### src/verilog/sss_pkg.sv
package sss_pkg;

    // sss sequence length and candidate search range
    localparam int SSS_LEN         = 127;
    localparam int N_ID_1_MAX      = 335;
    // m1 runs 0..111 inside one group of n_id_1 values
    localparam int SHIFT_PER_GROUP = 112;
    localparam int M0_GROUP_STEP   = 15;
    localparam int M0_NID2_STEP    = 5;

    // m-sequence generators, both 7 bit
    localparam int LFSR_LEN = 7;
    // x0: x(i+7) = x(i+4) xor x(i)
    localparam logic [LFSR_LEN-1:0] X0_TAPS = 7'h11;
    // x1: x(i+7) = x(i+1) xor x(i)
    localparam logic [LFSR_LEN-1:0] X1_TAPS = 7'h03;

    // received hard bits, index n holds bit n of the sequence
    typedef logic [SSS_LEN-1:0] sss_bits_t;
    // position inside a 127 bit sequence
    typedef logic [6:0] seq_idx_t;
    // match count, up to 127
    typedef logic [6:0] corr_t;
    typedef logic [8:0] n_id_1_t;
    typedef logic [1:0] n_id_2_t;
    // full cell id up to 1007
    typedef logic [9:0] n_id_t;

    typedef enum logic [1:0] {
        CORR_IDLE,
        CORR_COMPARE,
        CORR_DECIDE
    } corr_state_t;

    typedef enum logic {
        GEN_RUN,
        GEN_DONE
    } gen_state_t;

endpackage

### src/verilog/sss_if.sv
`timescale 1ns/1ps

// read port into the stored m-sequences
interface mseq_if import sss_pkg::*; ();
    // both sequences written
    logic     ready;
    seq_idx_t addr0;
    seq_idx_t addr1;
    // x0[addr0] and x1[addr1], same cycle
    logic     bit0;
    logic     bit1;

    modport store (output ready, bit0, bit1, input addr0, addr1);
    modport reader (input ready, bit0, bit1, output addr0, addr1);
endinterface

// captured sss block handed from capture to search
interface sss_buf_if import sss_pkg::*; ();
    logic      full;
    sss_bits_t bits;
    n_id_2_t   n_id_2;
    // one cycle pulse, search finished with the buffer
    logic      buf_release;

    modport capture (output full, bits, n_id_2, input buf_release);
    modport search (input full, bits, n_id_2, output buf_release);
endinterface

### src/verilog/mseq_lfsr.sv
`timescale 1ns/1ps

// fibonacci lfsr, one m-sequence bit per cycle
// reg[0] is the oldest bit x(i), reg[k] holds x(i+k)
module mseq_lfsr #(
    parameter int unsigned        LEN  = 7,
    parameter logic [LEN-1:0]     TAPS = 'h11,
    parameter logic [LEN-1:0]     SEED = 'h01
) (
    input  logic clk_i,
    input  logic reset_ni,
    output logic bit_o,
    output logic valid_o
);

    logic [LEN-1:0] lfsr_q;
    logic           valid_q;

    always_ff @(posedge clk_i) begin
        if (!reset_ni) begin
            lfsr_q  <= SEED;
            valid_q <= 1'b0;
        end else begin
            valid_q <= 1'b1;
            // hold the seed for the first valid cycle so x(0) is seen
            if (valid_q) begin
                lfsr_q <= {^(lfsr_q & TAPS), lfsr_q[LEN-1:1]};
            end
        end
    end

    assign bit_o   = lfsr_q[0];
    assign valid_o = valid_q;

endmodule

### src/verilog/mseq_store.sv
`timescale 1ns/1ps

// generates x0 and x1 once after reset and keeps them for random reads
module mseq_store import sss_pkg::*; (
    input  logic   clk_i,
    input  logic   reset_ni,
    mseq_if.store  mseq
);

    logic x0_bit;
    logic x0_valid;
    logic x1_bit;
    logic x1_valid;

    logic [SSS_LEN-1:0] x0_mem;
    logic [SSS_LEN-1:0] x1_mem;

    gen_state_t state_q;
    seq_idx_t   wr_idx_q;

    mseq_lfsr #(
        .LEN  (LFSR_LEN),
        .TAPS (X0_TAPS),
        .SEED (LFSR_LEN'(1))
    ) i_lfsr_x0 (
        .clk_i    (clk_i),
        .reset_ni (reset_ni),
        .bit_o    (x0_bit),
        .valid_o  (x0_valid)
    );

    mseq_lfsr #(
        .LEN  (LFSR_LEN),
        .TAPS (X1_TAPS),
        .SEED (LFSR_LEN'(1))
    ) i_lfsr_x1 (
        .clk_i    (clk_i),
        .reset_ni (reset_ni),
        .bit_o    (x1_bit),
        .valid_o  (x1_valid)
    );

    // write one bit of each sequence per cycle, 127 cycles in total
    always_ff @(posedge clk_i) begin
        if (!reset_ni) begin
            state_q  <= GEN_RUN;
            wr_idx_q <= '0;
        end else if (state_q == GEN_RUN && x0_valid && x1_valid) begin
            if (wr_idx_q == seq_idx_t'(SSS_LEN - 1)) begin
                state_q <= GEN_DONE;
            end
            wr_idx_q <= wr_idx_q + 1'b1;
        end
    end

    // sequence storage, contents only meaningful once ready
    always_ff @(posedge clk_i) begin
        if (state_q == GEN_RUN && x0_valid && x1_valid) begin
            x0_mem[wr_idx_q] <= x0_bit;
            x1_mem[wr_idx_q] <= x1_bit;
        end
    end

    assign mseq.ready = (state_q == GEN_DONE);
    // combinational read, used by the correlator in the same cycle
    assign mseq.bit0  = x0_mem[mseq.addr0];
    assign mseq.bit1  = x1_mem[mseq.addr1];

endmodule

### src/verilog/sss_capture.sv
`timescale 1ns/1ps

// fills the 127 bit sss buffer and holds it until the search releases it
module sss_capture import sss_pkg::*; (
    input  logic          clk_i,
    input  logic          reset_ni,
    input  logic          sss_bit_i,
    input  logic          sss_valid_i,
    input  n_id_2_t       n_id_2_i,
    input  logic          n_id_2_valid_i,
    sss_buf_if.capture    sss_buf
);

    logic      full_q;
    seq_idx_t  wr_idx_q;
    sss_bits_t bits_q;
    n_id_2_t   n_id_2_q;

    // control: write pointer and full flag
    always_ff @(posedge clk_i) begin
        if (!reset_ni) begin
            full_q   <= 1'b0;
            wr_idx_q <= '0;
        end else if (sss_buf.buf_release) begin
            // search done, arm for the next block
            full_q   <= 1'b0;
            wr_idx_q <= '0;
        end else if (sss_valid_i && !full_q) begin
            if (wr_idx_q == seq_idx_t'(SSS_LEN - 1)) begin
                full_q   <= 1'b1;
                wr_idx_q <= '0;
            end else begin
                wr_idx_q <= wr_idx_q + 1'b1;
            end
        end
    end

    // payload, frozen while full
    always_ff @(posedge clk_i) begin
        if (sss_valid_i && !full_q) begin
            bits_q[wr_idx_q] <= sss_bit_i;
        end
        // last strobe before full wins
        if (n_id_2_valid_i && !full_q) begin
            n_id_2_q <= n_id_2_i;
        end
    end

    assign sss_buf.full   = full_q;
    assign sss_buf.bits   = bits_q;
    assign sss_buf.n_id_2 = n_id_2_q;

endmodule

### src/verilog/sss_correlator.sv
`timescale 1ns/1ps

// searches all 336 n_id_1 candidates against the captured block
// each candidate: 127 compare cycles, then one decide cycle
module sss_correlator import sss_pkg::*; (
    input  logic        clk_i,
    input  logic        reset_ni,
    sss_buf_if.search   sss_buf,
    mseq_if.reader      mseq,
    output n_id_1_t     n_id_1_o,
    output n_id_t       n_id_o,
    output corr_t       corr_peak_o,
    output logic        n_id_valid_o
);

    corr_state_t state_q;
    n_id_1_t     cand_q;
    // m1 of the current candidate, 0..111
    seq_idx_t    shift_q;
    // m0 of the current group
    seq_idx_t    m0_base_q;
    // read pointers into x0 and x1, wrap 126 -> 0
    seq_idx_t    ptr0_q;
    seq_idx_t    ptr1_q;
    seq_idx_t    bit_idx_q;
    corr_t       acc_q;
    corr_t       peak_q;
    n_id_1_t     best_q;
    logic        release_q;

    logic        better;
    n_id_1_t     best_nxt;
    corr_t       peak_nxt;
    logic        match;

    // 5 * n_id_2 without a multiplier
    function automatic seq_idx_t m0_start(input n_id_2_t n_id_2);
        case (n_id_2)
            2'd1:    return seq_idx_t'(M0_NID2_STEP);
            2'd2:    return seq_idx_t'(2 * M0_NID2_STEP);
            default: return '0;
        endcase
    endfunction

    assign mseq.addr0 = ptr0_q;
    assign mseq.addr1 = ptr1_q;

    // expected bit is 1 when x0 and x1 agree
    assign match = (sss_buf.bits[bit_idx_q] == ~(mseq.bit0 ^ mseq.bit1));

    // only a strictly greater count moves the best, lowest candidate wins ties
    always_comb begin
        better   = (acc_q > peak_q);
        best_nxt = better ? cand_q : best_q;
        peak_nxt = better ? acc_q : peak_q;
    end

    always_ff @(posedge clk_i) begin
        if (!reset_ni) begin
            state_q      <= CORR_IDLE;
            cand_q       <= '0;
            shift_q      <= '0;
            m0_base_q    <= '0;
            ptr0_q       <= '0;
            ptr1_q       <= '0;
            bit_idx_q    <= '0;
            acc_q        <= '0;
            peak_q       <= '0;
            best_q       <= '0;
            release_q    <= 1'b0;
            n_id_1_o     <= '0;
            n_id_o       <= '0;
            corr_peak_o  <= '0;
            n_id_valid_o <= 1'b0;
        end else begin
            release_q    <= 1'b0;
            n_id_valid_o <= 1'b0;
            case (state_q)
                CORR_IDLE: begin
                    // full is still high in the release cycle, skip it
                    if (sss_buf.full && mseq.ready && !release_q) begin
                        state_q   <= CORR_COMPARE;
                        cand_q    <= '0;
                        shift_q   <= '0;
                        m0_base_q <= m0_start(sss_buf.n_id_2);
                        ptr0_q    <= m0_start(sss_buf.n_id_2);
                        ptr1_q    <= '0;
                        bit_idx_q <= '0;
                        acc_q     <= '0;
                        peak_q    <= '0;
                        best_q    <= '0;
                    end
                end
                CORR_COMPARE: begin
                    if (match) begin
                        acc_q <= acc_q + 1'b1;
                    end
                    ptr0_q <= (ptr0_q == seq_idx_t'(SSS_LEN - 1)) ? '0 : ptr0_q + 1'b1;
                    ptr1_q <= (ptr1_q == seq_idx_t'(SSS_LEN - 1)) ? '0 : ptr1_q + 1'b1;
                    if (bit_idx_q == seq_idx_t'(SSS_LEN - 1)) begin
                        state_q <= CORR_DECIDE;
                    end
                    bit_idx_q <= bit_idx_q + 1'b1;
                end
                CORR_DECIDE: begin
                    best_q <= best_nxt;
                    peak_q <= peak_nxt;
                    if (cand_q == n_id_1_t'(N_ID_1_MAX)) begin
                        // search done, publish and free the buffer
                        state_q      <= CORR_IDLE;
                        n_id_1_o     <= best_nxt;
                        n_id_o       <= n_id_t'({best_nxt, 1'b0}) + n_id_t'(best_nxt)
                                        + n_id_t'(sss_buf.n_id_2);
                        corr_peak_o  <= peak_nxt;
                        n_id_valid_o <= 1'b1;
                        release_q    <= 1'b1;
                    end else begin
                        state_q   <= CORR_COMPARE;
                        cand_q    <= cand_q + 1'b1;
                        bit_idx_q <= '0;
                        acc_q     <= '0;
                        if (shift_q == seq_idx_t'(SHIFT_PER_GROUP - 1)) begin
                            // next group: m1 back to 0, m0 up by 15
                            shift_q   <= '0;
                            m0_base_q <= m0_base_q + seq_idx_t'(M0_GROUP_STEP);
                            ptr0_q    <= m0_base_q + seq_idx_t'(M0_GROUP_STEP);
                            ptr1_q    <= '0;
                        end else begin
                            shift_q <= shift_q + 1'b1;
                            ptr0_q  <= m0_base_q;
                            ptr1_q  <= shift_q + 1'b1;
                        end
                    end
                end
                default: begin
                    state_q <= CORR_IDLE;
                end
            endcase
        end
    end

    assign sss_buf.buf_release = release_q;

endmodule

### src/verilog/sss_detector_top.sv
`timescale 1ns/1ps

// sss detector: capture, m-sequence store and candidate search
module sss_detector_top import sss_pkg::*; (
    input  logic    clk_i,
    input  logic    reset_ni,
    input  logic    sss_bit_i,
    input  logic    sss_valid_i,
    input  n_id_2_t n_id_2_i,
    input  logic    n_id_2_valid_i,
    output n_id_1_t n_id_1_o,
    output n_id_t   n_id_o,
    output corr_t   corr_peak_o,
    output logic    n_id_valid_o
);

    // sequence reads between store and correlator
    mseq_if    mseq_bus ();
    // captured block between capture and correlator
    sss_buf_if sss_buf_bus ();

    sss_capture i_capture (
        .clk_i          (clk_i),
        .reset_ni       (reset_ni),
        .sss_bit_i      (sss_bit_i),
        .sss_valid_i    (sss_valid_i),
        .n_id_2_i       (n_id_2_i),
        .n_id_2_valid_i (n_id_2_valid_i),
        .sss_buf        (sss_buf_bus)
    );

    mseq_store i_mseq (
        .clk_i    (clk_i),
        .reset_ni (reset_ni),
        .mseq     (mseq_bus)
    );

    sss_correlator i_corr (
        .clk_i        (clk_i),
        .reset_ni     (reset_ni),
        .sss_buf      (sss_buf_bus),
        .mseq         (mseq_bus),
        .n_id_1_o     (n_id_1_o),
        .n_id_o       (n_id_o),
        .corr_peak_o  (corr_peak_o),
        .n_id_valid_o (n_id_valid_o)
    );

endmodule

### config.mk
export PLATFORM = sky130hd
export DESIGN_NAME = sss_detector_top
export DESIGN_NICKNAME = d
export VERILOG_FILES = /design/src/verilog/sss_pkg.sv /design/src/verilog/sss_if.sv /design/src/verilog/mseq_lfsr.sv /design/src/verilog/mseq_store.sv /design/src/verilog/sss_capture.sv /design/src/verilog/sss_correlator.sv /design/src/verilog/sss_detector_top.sv
export SDC_FILE = /design/constraint.sdc
export NUM_CORES = 1
export LEC_CHECK = 0
export BUFFER_PORTS_ARGS = -buffer_cell sky130_fd_sc_hd__buf_2
export CORE_MARGIN = 5
export CORE_UTILIZATION = 57
export CTS_CLUSTER_SIZE = 24
export DETAILED_ROUTE_END_ITERATION = 8
export PLACE_DENSITY_LB_ADDON = 0.12
export SYNTH_ARGS = -nofsm -noshare
export SYNTH_HDL_FRONTEND = slang
export SYNTH_HIERARCHICAL = 1
export SYNTH_SLANG_ARGS = --single-unit
### constraint.sdc
create_clock -name clk_i -period 3.9 [get_ports clk_i]
set_input_delay 0.195 -clock clk_i [delete_from_list [all_inputs] [get_ports clk_i]]
set_output_delay 0.195 -clock clk_i [all_outputs]
set_load 0.005 [all_outputs]
==> metrics.yaml <==
status: "complete, no violations"
grt_pass1_wl_um: 82100
grt_use_total: 0.233
area_growth_pct: 12.1
slew_headroom: 0.199
gp_congestion: 0.825
final_nets: 1952
final-max-slew-violation-count: 0
final_cells: 2469
start_util: 0.580
syn_nets: 1891
cp-end-kind: "flip-flop"
cp.required_ns: 4.32
final_cell_mix: "edfxtp_1 (383), nor2_1 (344), nand2_1 (120)"
pin_count: 34
gr-total-overflow: 0
synth.cell_area_mm2: 0.0231
htreeDepth: 2
vdd_drop_max_v: 0.000381
vias: 14900
power_density_mw_per_mm2: 433
multiInputGateArea_mm2: 0.00849
yosysWarnings: 6
synth_edf_count: 383
n_fill_cell: 3011
use_met2: 0.394
final_core_util: 0.650
clock_latency_ns: 0.60
ys_types: 82
netlist_instances: 1841
clock_sink_count: 511
fmax_ghz: 0.260
cts_tree: "done"
worstHoldPathType: "primary input to flip-flop"
clkTransAtPathRegs_ns: 0.06
setup_viol: 0
leakage_nw: 8.33
cts_root_buffer: "clkbuf_16"
layout_commonest_cell: "edfxtp_1"
period_minus_slack_ns: 3.84
top_usage_layer: "met2"
async_reset_ff_frac: 0
fin_crit_sh: 0.985
grt_max_degree: 128
worstSetupPathType: "flip-flop to flip-flop"
n_antenna_cell: 0
clk_path_buf_depth: 3
ys.flop_type: "edfxtp_1"
drc_errors: 0
worstMarginPinSlew_ns: 1.20
cp-start-kind: "flip-flop"
avgSynthCellArea_um2: 12.6
grt_pass1_vias: 14800
first_iter_violations: 1360
wirelength_um: 52500
cp_max_fo: 3
dp_hpwl_um: 33400
clock_skew_ns: 0.0256
placed_cell_area_mm2: 0.0240
rows: 73
synth-seq-cells: 511
drtAntennaViolNets: 0
grt_util_met3: 0.0314
via_per_inst: 6.03
regArea_mm2: 0.0141
die_h_um: 212
fin_hold_ws_ns: 0.0545
dr.pass1.iters: 5
dp_cells: 2365
core_area_mm2: 0.0399
post_drt_wl_per_cell_um: 21.2
hold_viol: 0
fin_setup_tns_ns: 0
die-width_um: 212
met1_usage: 0.321
io_buffers: 33
final_area_mm2: 0.0259
cts_buffers: 52
ys_seq_area_frac: 0.608
die-area_mm2: 0.0447
antenna_found_initial: 0
worstPathArrival_ns: 4.27
rsz0062_at_grt: "true"
maxCapViolations: 0
drive_above_1_share: 0.168
[per-layer routing]
| layer | part of all wire | routed length, um | up-vias |
|---|---|---|---|
| li1 | - | - | 6921 |
| met1 | 0.43 | 22400 | 7487 |
| met2 | 0.50 | 26200 | 411 |
| met3 | 0.053 | 2770 | 78 |
| met4 | 0.020 | 1050 | 0 |
| met5 | 0 | 0 | - |
[cells in the mapped netlist (15+ instances only)]
master    instances  area, um^2
a21oi_1          50         250
nand3_1          66         330
ha_1             41         513
mux4_2           68        1530
o21ai_0          42         210
nand4_1          16         100
inv_1            43         161
nand2_1         120         450
buf_2            29         145
clkbuf_1         47         176
and2_1           19         119
nor2b_1          40         250
a211oi_1         26         195
nor2_1          344        1290
xnor2_1          22         193
dfxtp_1         128        2560
a22oi_1          24         180
edfxtp_1        383       11500
mux2i_1          76         761
xor2_1           18         158
buf_6            15         169
[path summary, 6_finish.rpt]
kind                    startpoint                  endpoint  slack [ns]  cells past startpoint
hold reg to reg   i_corr/n_id_o[4]          i_corr/n_id_o[4]        0.45                      2
hold / removal            reset_ni  i_mseq/i_lfsr_x1/valid_o        0.05                      2
setup reg to reg  i_corr/peak_q[4]          i_corr/n_id_o[7]        0.06                     22
setup / recovery  i_corr/peak_q[4]          i_corr/n_id_o[7]        0.06                     22
[sequential cells by signal, indices dropped and copies added, names as in the netlist, 9 cells and up]
| name | cells |
|---|---|
| i_corr/n_id_o | 10 |
| i_corr/best_q | 9 |
| i_corr/cand_q | 9 |
| i_mseq/x1_mem | 127 |
| i_mseq/x0_mem | 127 |
| i_capture/sss_buf.bits | 127 |
| i_corr/n_id_1_o | 9 |
[worst max-delay path: stages, from the launching register on]
cell,delay [ns]
dfxtp_2,0.33
inv_2,0.04
ha_4,0.20
a21o_1,0.15
a21o_1,0.16
a221oi_2,0.29
a41o_1,0.15
buf_6,0.13
mux2i_4,0.23
fa_1,0.45
inv_2,0.09
ha_4,0.13
inv_2,0.03
fa_2,0.34
nor2b_2,0.15
o21ai_2,0.08
a21oi_2,0.16
o21ai_2,0.08
a21oi_2,0.14
buf_4,0.12
nor3_2,0.03
a21oi_1,0.13
nor2_1,0.05
[where the power goes]
group | total (mW) | switching [mW] | internal (mW)
sequential | 5.93 | 0.0607 | 5.87
clock | 4.94 | 2.02 | 2.92
combinational | 0.358 | 0.235 | 0.123
[layout make-up]
class | instances | area share
Clock buffer | 77 | 0.0561
Clock inverter | 19 | 0.00969
Inverter | 45 | 0.00651
Multi-Input combinational cell | 1178 | 0.327
Sequential cell | 511 | 0.543
Tap cell | 525 | 0.0253
Timing Repair Buffer | 114 | 0.0323
[per-stage QoR]
stage,power [mW],setup slack (ns)
final,11.2,0.0568
after floorplan,6.28,0.00374
after detailed placement,6.40,-0.194
after global routing,11.6,-0.185
after global placement,6.39,-0.112
after CTS,11.3,-0.0984
[logic make-up (layout without fill, tap and decap cells)]
| group | Yosys count | count (layout) | synth area share |
|---|---|---|---|
| and+or+nand+nor | 699 | 699 | 0.138 |
| buffers and inverters | 152 | 255 | 0.0350 |
| muxes | 162 | 162 | 0.111 |
| adders and majority gates | 43 | 43 | 0.0239 |
| xor gates and xnor gates | 41 | 41 | 0.0158 |
| AOI/OAI and AO/OA | 233 | 233 | 0.0690 |
| DFF | 511 | 511 | 0.608 |
[repair_timing]
action | CTS | global route
resized for setup | 20 | 24
hold endpoints to repair | 2 | 1
pin swaps | 14 | 16
endpoints found under the setup margin | 4 | 6
buffers inserted | 4 | 2
hold buffers | 2 | 1
(Power assumes the default switching activity.)
